## src/logic/dmr_pkg.sv

```systemverilog
/*
 * Shared types for the DMR lockstep control: widths, mode and register
 * address enums, core state word, register request and config structs
 */
package dmr_pkg;

  // Core state word width
  localparam int unsigned StateW = 32;
  // Replay beats per restore
  localparam int unsigned RestoreBeats = 4;
  // Beat counter width in the recovery unit
  localparam int unsigned BeatCntW = $clog2(RestoreBeats);
  // Saturating mismatch counter width
  localparam int unsigned MismatchCntW = 16;
  // Register bus widths
  localparam int unsigned RegAddrW = 2;
  localparam int unsigned RegDataW = 32;

  // Redundancy mode of the core pair
  typedef enum logic [1:0] {
    NON_DMR     = 2'd0,
    DMR_RUN     = 2'd1,
    DMR_RESTORE = 2'd2
  } dmr_mode_e;

  // Software register map
  typedef enum logic [RegAddrW-1:0] {
    REG_ENABLE   = 2'd0,
    REG_CONFIG   = 2'd1,
    REG_MISMATCH = 2'd2,
    REG_STATUS   = 2'd3
  } dmr_reg_addr_e;

  // One core state word with its valid bit
  typedef struct packed {
    logic              valid;
    logic [StateW-1:0] data;
  } core_state_t;

  // Register write request, read address shared
  typedef struct packed {
    logic                we;
    dmr_reg_addr_e       addr;
    logic [RegDataW-1:0] wdata;
  } reg_req_t;

  // Config fields seen by the control FSM
  typedef struct packed {
    logic enable;
    logic rapid_recovery;
    logic force_recovery;
  } dmr_cfg_t;

endpackage

```

## src/logic/dmr_cfg_regs.sv

```systemverilog
/*
 * Software register file: enable, recovery config, saturating
 * mismatch counter and mode status with combinational read back
 */
`timescale 1ns/1ps

module dmr_cfg_regs import dmr_pkg::*; (
  input  logic                clk_i,
  input  logic                rst_ni,
  input  reg_req_t            reg_req_i,
  output logic [RegDataW-1:0] reg_rdata_o,
  input  dmr_mode_e           mode_i,
  input  logic                force_clr_i,
  input  logic                incr_mismatch_i,
  output dmr_cfg_t            cfg_o
);

  logic                    enable_q;
  logic                    rapid_q;
  logic                    force_q;
  logic [MismatchCntW-1:0] mismatch_cnt_q;

  // Write decode
  logic wr_enable, wr_config, wr_mismatch;

  assign wr_enable   = reg_req_i.we && (reg_req_i.addr == REG_ENABLE);
  assign wr_config   = reg_req_i.we && (reg_req_i.addr == REG_CONFIG);
  assign wr_mismatch = reg_req_i.we && (reg_req_i.addr == REG_MISMATCH);

  always_ff @(posedge clk_i or negedge rst_ni) begin
    if (!rst_ni) begin
      enable_q       <= 1'b0;
      rapid_q        <= 1'b0;
      force_q        <= 1'b0;
      mismatch_cnt_q <= '0;
    end else begin
      if (wr_enable) begin
        enable_q <= reg_req_i.wdata[0];
      end
      // Force bit is set by software, cleared by the FSM
      if (force_clr_i) begin
        force_q <= 1'b0;
      end
      if (wr_config) begin
        rapid_q <= reg_req_i.wdata[0];
        if (reg_req_i.wdata[1]) begin
          force_q <= 1'b1;
        end
      end
      // Any write clears the counter, otherwise count and saturate
      if (wr_mismatch) begin
        mismatch_cnt_q <= '0;
      end else if (incr_mismatch_i && (mismatch_cnt_q != '1)) begin
        mismatch_cnt_q <= mismatch_cnt_q + 1'b1;
      end
    end
  end

  assign cfg_o.enable         = enable_q;
  assign cfg_o.rapid_recovery = rapid_q;
  assign cfg_o.force_recovery = force_q;

  // Read mux, unused upper bits return zero
  always_comb begin
    reg_rdata_o = '0;
    case (reg_req_i.addr)
      REG_ENABLE:   reg_rdata_o[0] = enable_q;
      REG_CONFIG:   reg_rdata_o[1:0] = {force_q, rapid_q};
      REG_MISMATCH: reg_rdata_o = {{(RegDataW-MismatchCntW){1'b0}}, mismatch_cnt_q};
      REG_STATUS:   reg_rdata_o = {{(RegDataW-2){1'b0}}, mode_i};
      default:      reg_rdata_o = '0;
    endcase
  end

endmodule

```

## src/logic/dmr_checkpoint.sv

```systemverilog
/*
 * Checkpoint buffer holding the last agreed core state word
 */
`timescale 1ns/1ps

module dmr_checkpoint import dmr_pkg::*; (
  input  logic        clk_i,
  input  logic        rst_ni,
  input  core_state_t agreed_i,
  output core_state_t ckpt_o
);

  logic              ckpt_valid_q;
  logic [StateW-1:0] ckpt_data_q;

  // Valid once anything has been agreed on
  always_ff @(posedge clk_i or negedge rst_ni) begin
    if (!rst_ni) begin
      ckpt_valid_q <= 1'b0;
    end else if (agreed_i.valid) begin
      ckpt_valid_q <= 1'b1;
    end
  end

  // Overwrite with every new agreed word
  always_ff @(posedge clk_i) begin
    if (agreed_i.valid) begin
      ckpt_data_q <= agreed_i.data;
    end
  end

  // Without a checkpoint the valid bit stays low
  assign ckpt_o.valid = ckpt_valid_q;
  assign ckpt_o.data  = ckpt_data_q;

endmodule

```

## src/logic/dmr_compare.sv

```systemverilog
/*
 * Registered lockstep comparator: mismatch pulse and agreed state word
 */
`timescale 1ns/1ps

module dmr_compare import dmr_pkg::*; (
  input  logic        clk_i,
  input  logic        rst_ni,
  input  core_state_t core_a_i,
  input  core_state_t core_b_i,
  input  logic        lockstep_i,
  output logic        mismatch_o,
  output core_state_t agreed_o
);

  logic              both_valid;
  logic              equal;
  logic              mismatch_q;
  logic              agreed_valid_q;
  logic [StateW-1:0] agreed_data_q;

  // Only compare while the pair runs in lockstep
  assign both_valid = lockstep_i && core_a_i.valid && core_b_i.valid;
  assign equal      = (core_a_i.data == core_b_i.data);

  always_ff @(posedge clk_i or negedge rst_ni) begin
    if (!rst_ni) begin
      mismatch_q     <= 1'b0;
      agreed_valid_q <= 1'b0;
    end else begin
      mismatch_q     <= both_valid && !equal;
      agreed_valid_q <= both_valid && equal;
    end
  end

  // Payload follows core A, only meaningful with the strobe
  always_ff @(posedge clk_i) begin
    if (both_valid && equal) begin
      agreed_data_q <= core_a_i.data;
    end
  end

  assign mismatch_o     = mismatch_q;
  assign agreed_o.valid = agreed_valid_q;
  assign agreed_o.data  = agreed_data_q;

endmodule

```

## src/logic/dmr_ctrl.sv

```systemverilog
/*
 * Lockstep control FSM: mode switching, recovery request,
 * setback and mismatch counting
 */
`timescale 1ns/1ps

module dmr_ctrl import dmr_pkg::*; #(
  parameter bit RapidRecovery = 1'b1
) (
  input  logic      clk_i,
  input  logic      rst_ni,
  input  dmr_cfg_t  cfg_i,
  input  logic      fetch_en_i,
  input  logic      cores_synch_i,
  input  logic      mismatch_i,
  input  logic      recovery_done_i,
  output dmr_mode_e mode_o,
  output logic      lockstep_o,
  output logic      setback_o,
  output logic      grp_in_independent_o,
  output logic      recovery_req_o,
  output logic      force_clr_o,
  output logic      incr_mismatch_o
);

  dmr_mode_e mode_d, mode_q;
  logic      setback_d, setback_q;
  logic      rapid_en;
  logic      force_en;

  // Restore paths exist only when built with rapid recovery
  assign rapid_en = RapidRecovery && cfg_i.rapid_recovery;
  assign force_en = RapidRecovery && cfg_i.force_recovery;

  always_comb begin
    mode_d          = mode_q;
    recovery_req_o  = 1'b0;
    force_clr_o     = 1'b0;
    incr_mismatch_o = 1'b0;

    case (mode_q)
      NON_DMR: begin
        // Enter lockstep before startup or once cores are aligned
        if (cfg_i.enable && (!fetch_en_i || cores_synch_i)) begin
          mode_d = DMR_RUN;
        end
      end

      DMR_RUN: begin
        if (!cfg_i.enable) begin
          // Split back to independent mode
          mode_d = NON_DMR;
        end else begin
          // Count every mismatch, restore only if configured
          if (mismatch_i) begin
            incr_mismatch_o = 1'b1;
            if (rapid_en) begin
              mode_d         = DMR_RESTORE;
              recovery_req_o = 1'b1;
            end
          end
          // Software forced restore, not counted
          if (force_en) begin
            force_clr_o    = 1'b1;
            mode_d         = DMR_RESTORE;
            recovery_req_o = 1'b1;
          end
        end
      end

      DMR_RESTORE: begin
        if (recovery_done_i) begin
          mode_d = DMR_RUN;
        end
      end

      default: mode_d = NON_DMR;
    endcase

    // Before startup a cleared enable always drops to independent
    if (!fetch_en_i && !cfg_i.enable) begin
      mode_d = NON_DMR;
    end
  end

  // Cores held for every restore cycle
  assign setback_d = (mode_d == DMR_RESTORE);

  always_ff @(posedge clk_i or negedge rst_ni) begin
    if (!rst_ni) begin
      mode_q    <= NON_DMR;
      setback_q <= 1'b0;
    end else begin
      mode_q    <= mode_d;
      setback_q <= setback_d;
    end
  end

  assign mode_o               = mode_q;
  assign lockstep_o           = (mode_q == DMR_RUN);
  assign grp_in_independent_o = (mode_q == NON_DMR);
  assign setback_o            = setback_q;

endmodule

```

## src/logic/dmr_lockstep_top.sv

```systemverilog
/*
 * DMR lockstep top: register file, comparator, checkpoint,
 * control FSM and recovery unit
 */
`timescale 1ns/1ps

module dmr_lockstep_top import dmr_pkg::*; (
  input  logic                clk_i,
  input  logic                rst_ni,
  input  reg_req_t            reg_req_i,
  output logic [RegDataW-1:0] reg_rdata_o,
  input  core_state_t         core_a_i,
  input  core_state_t         core_b_i,
  input  logic                fetch_en_i,
  input  logic                cores_synch_i,
  output logic                setback_o,
  output logic                grp_in_independent_o,
  output core_state_t         restore_o
);

  // Config and status between register file and FSM
  dmr_cfg_t  cfg;
  dmr_mode_e mode;
  logic      force_clr;
  logic      incr_mismatch;

  // Comparator, checkpoint and recovery links
  logic        lockstep;
  logic        mismatch;
  core_state_t agreed;
  core_state_t ckpt;
  logic        recovery_req;
  logic        recovery_done;

  dmr_cfg_regs u_cfg_regs (
    .clk_i,
    .rst_ni,
    .reg_req_i,
    .reg_rdata_o,
    .mode_i          (mode),
    .force_clr_i     (force_clr),
    .incr_mismatch_i (incr_mismatch),
    .cfg_o           (cfg)
  );

  // Producer of agreed state words
  dmr_compare u_compare (
    .clk_i,
    .rst_ni,
    .core_a_i,
    .core_b_i,
    .lockstep_i (lockstep),
    .mismatch_o (mismatch),
    .agreed_o   (agreed)
  );

  dmr_checkpoint u_checkpoint (
    .clk_i,
    .rst_ni,
    .agreed_i (agreed),
    .ckpt_o   (ckpt)
  );

  dmr_ctrl u_ctrl (
    .clk_i,
    .rst_ni,
    .cfg_i                (cfg),
    .fetch_en_i,
    .cores_synch_i,
    .mismatch_i           (mismatch),
    .recovery_done_i      (recovery_done),
    .mode_o               (mode),
    .lockstep_o           (lockstep),
    .setback_o,
    .grp_in_independent_o,
    .recovery_req_o       (recovery_req),
    .force_clr_o          (force_clr),
    .incr_mismatch_o      (incr_mismatch)
  );

  // Consumer of the checkpoint
  dmr_recovery u_recovery (
    .clk_i,
    .rst_ni,
    .recovery_req_i  (recovery_req),
    .ckpt_i          (ckpt),
    .restore_o,
    .recovery_done_o (recovery_done)
  );

endmodule

```

## src/logic/dmr_recovery.sv

```systemverilog
/*
 * Recovery unit replaying the checkpoint word for a fixed number of beats
 */
`timescale 1ns/1ps

module dmr_recovery import dmr_pkg::*; (
  input  logic        clk_i,
  input  logic        rst_ni,
  input  logic        recovery_req_i,
  input  core_state_t ckpt_i,
  output core_state_t restore_o,
  output logic        recovery_done_o
);

  logic                active_q;
  logic [BeatCntW-1:0] beat_q;
  logic                last_beat;

  assign last_beat = (beat_q == BeatCntW'(RestoreBeats - 1));

  // Beat counter, requests during a replay are ignored
  always_ff @(posedge clk_i or negedge rst_ni) begin
    if (!rst_ni) begin
      active_q <= 1'b0;
      beat_q   <= '0;
    end else if (active_q) begin
      if (last_beat) begin
        active_q <= 1'b0;
        beat_q   <= '0;
      end else begin
        beat_q <= beat_q + 1'b1;
      end
    end else if (recovery_req_i) begin
      active_q <= 1'b1;
      beat_q   <= '0;
    end
  end

  // Beats carry valid only with a checkpoint present
  assign restore_o.valid = active_q && ckpt_i.valid;
  assign restore_o.data  = ckpt_i.data;

  // Done with the final beat
  assign recovery_done_o = active_q && last_beat;

endmodule

```

## config.mk

```make
export PLATFORM = sky130hd
export DESIGN_NAME = dmr_lockstep_top
export DESIGN_NICKNAME = d
export VERILOG_FILES = /design/src/logic/dmr_pkg.sv /design/src/logic/dmr_cfg_regs.sv /design/src/logic/dmr_checkpoint.sv /design/src/logic/dmr_compare.sv /design/src/logic/dmr_ctrl.sv /design/src/logic/dmr_lockstep_top.sv /design/src/logic/dmr_recovery.sv
export SDC_FILE = /design/constraint.sdc
export NUM_CORES = 1
export LEC_CHECK = 0
export BUFFER_PORTS_ARGS = -buffer_cell sky130_fd_sc_hd__buf_4
export CORE_AREA = 2 2 108 110
export CTS_CLUSTER_DIAMETER = 200
export CTS_CLUSTER_SIZE = 25
export DETAILED_ROUTE_END_ITERATION = 8
export DIE_AREA = 0 0 110 112
export GPL_TIMING_DRIVEN = 0
export PLACE_DENSITY = 0.67
export SYNTH_ARGS = -nofsm -noshare
export SYNTH_HDL_FRONTEND = slang
export SYNTH_HIERARCHICAL = 1
export SYNTH_SLANG_ARGS = --single-unit
export TNS_END_PERCENT = 20
```

## constraint.sdc

```tcl
create_clock -name clk_i -period 7.3 [get_ports clk_i]
set_input_delay 0.365 -clock clk_i [delete_from_list [all_inputs] [get_ports clk_i]]
set_output_delay 0.365 -clock clk_i [all_outputs]
set_load 0.005 [all_outputs]
```

==> qor.yml <==
grt_pass1_wl_mm: 12.9
area_growth_pct: 36.1
row_count: 39
antenna_found_initial: 0
cts.path.max_buffers: 2
dieArea_um2: 12300
pwr_density_cell_nw_per_um2: 216
die_w_um: 110
syn_avg_cell_area_um2: 13.1
max-vdd-ir-drop_v: 0.000103
setup_tns_ps: 0
synth-main-ff-cell: "edfxtp_1"
sw_frac_of_total: 0.221
worstMarginPinSlew_ps: 1080
insertion_delay_ps: 330
switchingPower_w: 0.000276
wire_per_inst_um: 13.4
dp_hpwl_mm: 6.46
grt_usage: 0.138
grt_max_degree: 34
p_comb_frac: 0.131
post-route-util: 0.518
final_cell_mix: "buf_4, edfxtp_1, xor2_1, dfrtp_1, conb_1"
worst_path_max_delay_cell: "nor3_2"
end_kind: "flip-flop"
drc: 0
cp-start-kind: "input pin"
ys_seq_area_frac: 0.617
p_seq_frac: 0.482
place_congestion: 0.873
num_antenna_cells: 0
arrival_ps: 2620
max_cap_viol_count: 0
viasPerCell: 4.63
cts_tree: "done"
drtIter0Drc: 104
rsz0062_at_grt: "false"
p_leak_nw: 2.49
final_common_cell: "buf_4"
critical_path_required_ps: 7340
h-tree-depth: 3
synthArstFlopShare: 0.304
path_cells: "buf_4 > xor2_1 > nor4_1 > nand4_1 > nor3_2 > buf_8 > buf_6"
clock_power_share: 0.387
worst_path_largest_cell_delay_ps: 820
outcome: "finished clean"
clk_pin_slew_ps: 60
crit_type: "in2reg"
numPortBuffers: 125
totalWireLength_mm: 8.42
final_nets: 585
holdCritPathClass: "in2reg"
ys_ff_latch: 92
ys_warn_count: 6
syn-cell-area_um2: 4250
core_um2: 11200
syn_inst: 324
synth_edf_count: 64
whs_ps: 228
grt-ovfl-total: 0
root_buffer: "clkbuf_16"
yosysUniqueCellTypes: 48
period_share: 0.354
vias: 2897
hold_violations: 0
fmaxAchievable_mhz: 387
numCtsBuffers: 9
finClkSkew_ps: 11.7
pin_count: 172
start_util: 0.380
setup_viol: 0
grt_pass1_vias: 2683
numClockSinks: 92
power.internal_w: 0.000973
dieHeight_um: 112
reg2reg_slack_ps: 4850
timing.slew.headroom: 0.275
final_layout_size_suffix_gt1_frac: 0.445
firstDrtPassIters: 4
slew_viol_final: 0
min_period_ps: 2580
ant_nets: 0
critical_path.max_fanout: 13
-- routing by layer --
layer  wire length, µm  track usage
met1              3510        0.171
met2              4120        0.229
met3               690       0.0328
met4                93       0.0565
met5                 0            0
-- state kept, by name (all words and copies together), names as in the netlist --
signal	cells
u_recovery/active_q	1
u_recovery/beat_q	2
u_cfg_regs/mismatch_cnt_q	16
u_cfg_regs/enable_q	1
u_checkpoint/ckpt_data_q	32
u_compare/mismatch_o	1
u_compare/agreed_valid_q	1
u_ctrl/mode_o	2
u_checkpoint/ckpt_valid_q	1
u_compare/agreed_data_q	32
u_ctrl/setback_o	1
u_cfg_regs/force_q	1
u_cfg_regs/rapid_q	1
-- synthesized netlist by cell type (all sizes together) (9+ instances only) --
| library cell | n | area share |
|---|---|---|
| a21oi | 12 | 0.017 |
| and2 | 19 | 0.029 |
| buf | 54 | 0.095 |
| dfrtp | 28 | 0.16 |
| edfxtp | 64 | 0.45 |
| nand2 | 13 | 0.011 |
| nand4 | 9 | 0.017 |
| nor2 | 11 | 0.0097 |
| nor4 | 12 | 0.018 |
| o21ai | 10 | 0.012 |
| xor2 | 32 | 0.066 |
-- critical path, delay by kind of cell --
| family | cells | cell delay (ps) |
|---|---|---|
| AND/OR/NAND/NOR | 3 | 1580 |
| XOR/XNOR | 1 | 150 |
| buffers and inverters | 3 | 510 |
-- path summary, 6_finish.rpt --
path                                                  from                       endpoint  cells after the start
worst min register to register  u_compare/agreed_data_q[7]    u_checkpoint/ckpt_data_q[7]                      0
max in group asynchronous                           rst_ni             u_cfg_regs/rapid_q                      2
worst min-delay path                           core_a_i[3]     u_compare/agreed_data_q[3]                      1
worst max register to register            u_ctrl/mode_o[1]  u_cfg_regs/mismatch_cnt_q[11]                      6
worst max-delay path                          core_b_i[28]     u_compare/agreed_data_q[7]                      7
min in group asynchronous                           rst_ni  u_cfg_regs/mismatch_cnt_q[15]                      2
-- logic make-up after synthesis --
kind of cell | count (synthesis) | synth area share
compound gates | 37 | 0.0571
xor+xnor | 32 | 0.0659
fa+ha+maj | 2 | 0.00589
buf+inv | 59 | 0.0998
flops | 92 | 0.617
mux | 4 | 0.0130
other cells | 1 | 0.000882
simple gates | 97 | 0.140
-- per-stage QoR --
step	instance area (µm²)	cells	total power (W)	worst slack, ps
6_report	5780	626	0.00125	4720
5_1_grt	5780	626	0.00131	4450
4_1_cts	5780	626	0.00126	4610
3_5_place_dp	5460	609	0.000777	4260
3_3_place_gp	5420	607	0.000770	2190
2_1_floorplan	4310	339	0.000696	3620
-- timing repair --
item,CTS,global route
resized for setup,0,0
setup endpoints to repair,0,0
buffers inserted,0,0
hold buffers,1,0
endpoints found under the hold margin,28,0
-- layout make-up --
cell class / count / area, µm²
clock inverters: 6 / 88.8
inverters: 4 / 15.0
fillers: 969 / 5390
plain buffers: 55 / 409
flip-flops and latches: 92 / 2620
repair buffers: 128 / 975
multi-input cells: 188 / 1260
clock buffers: 10 / 229
well taps: 143 / 179
-- power by group through the flow --
stage / clock network (W) / registers, W / logic (W)
final: 0.000483 / 0.000601 / 0.000164
after global routing: 0.000519 / 0.000605 / 0.000183
after CTS: 0.000496 / 0.000601 / 0.000167
after detailed placement: 0 / 0.000613 / 0.000165
after global placement: 0 / 0.000611 / 0.000159
after floorplan: 0 / 0.000606 / 0.0000903
Note: power is estimated with default switching activity, not from simulation.
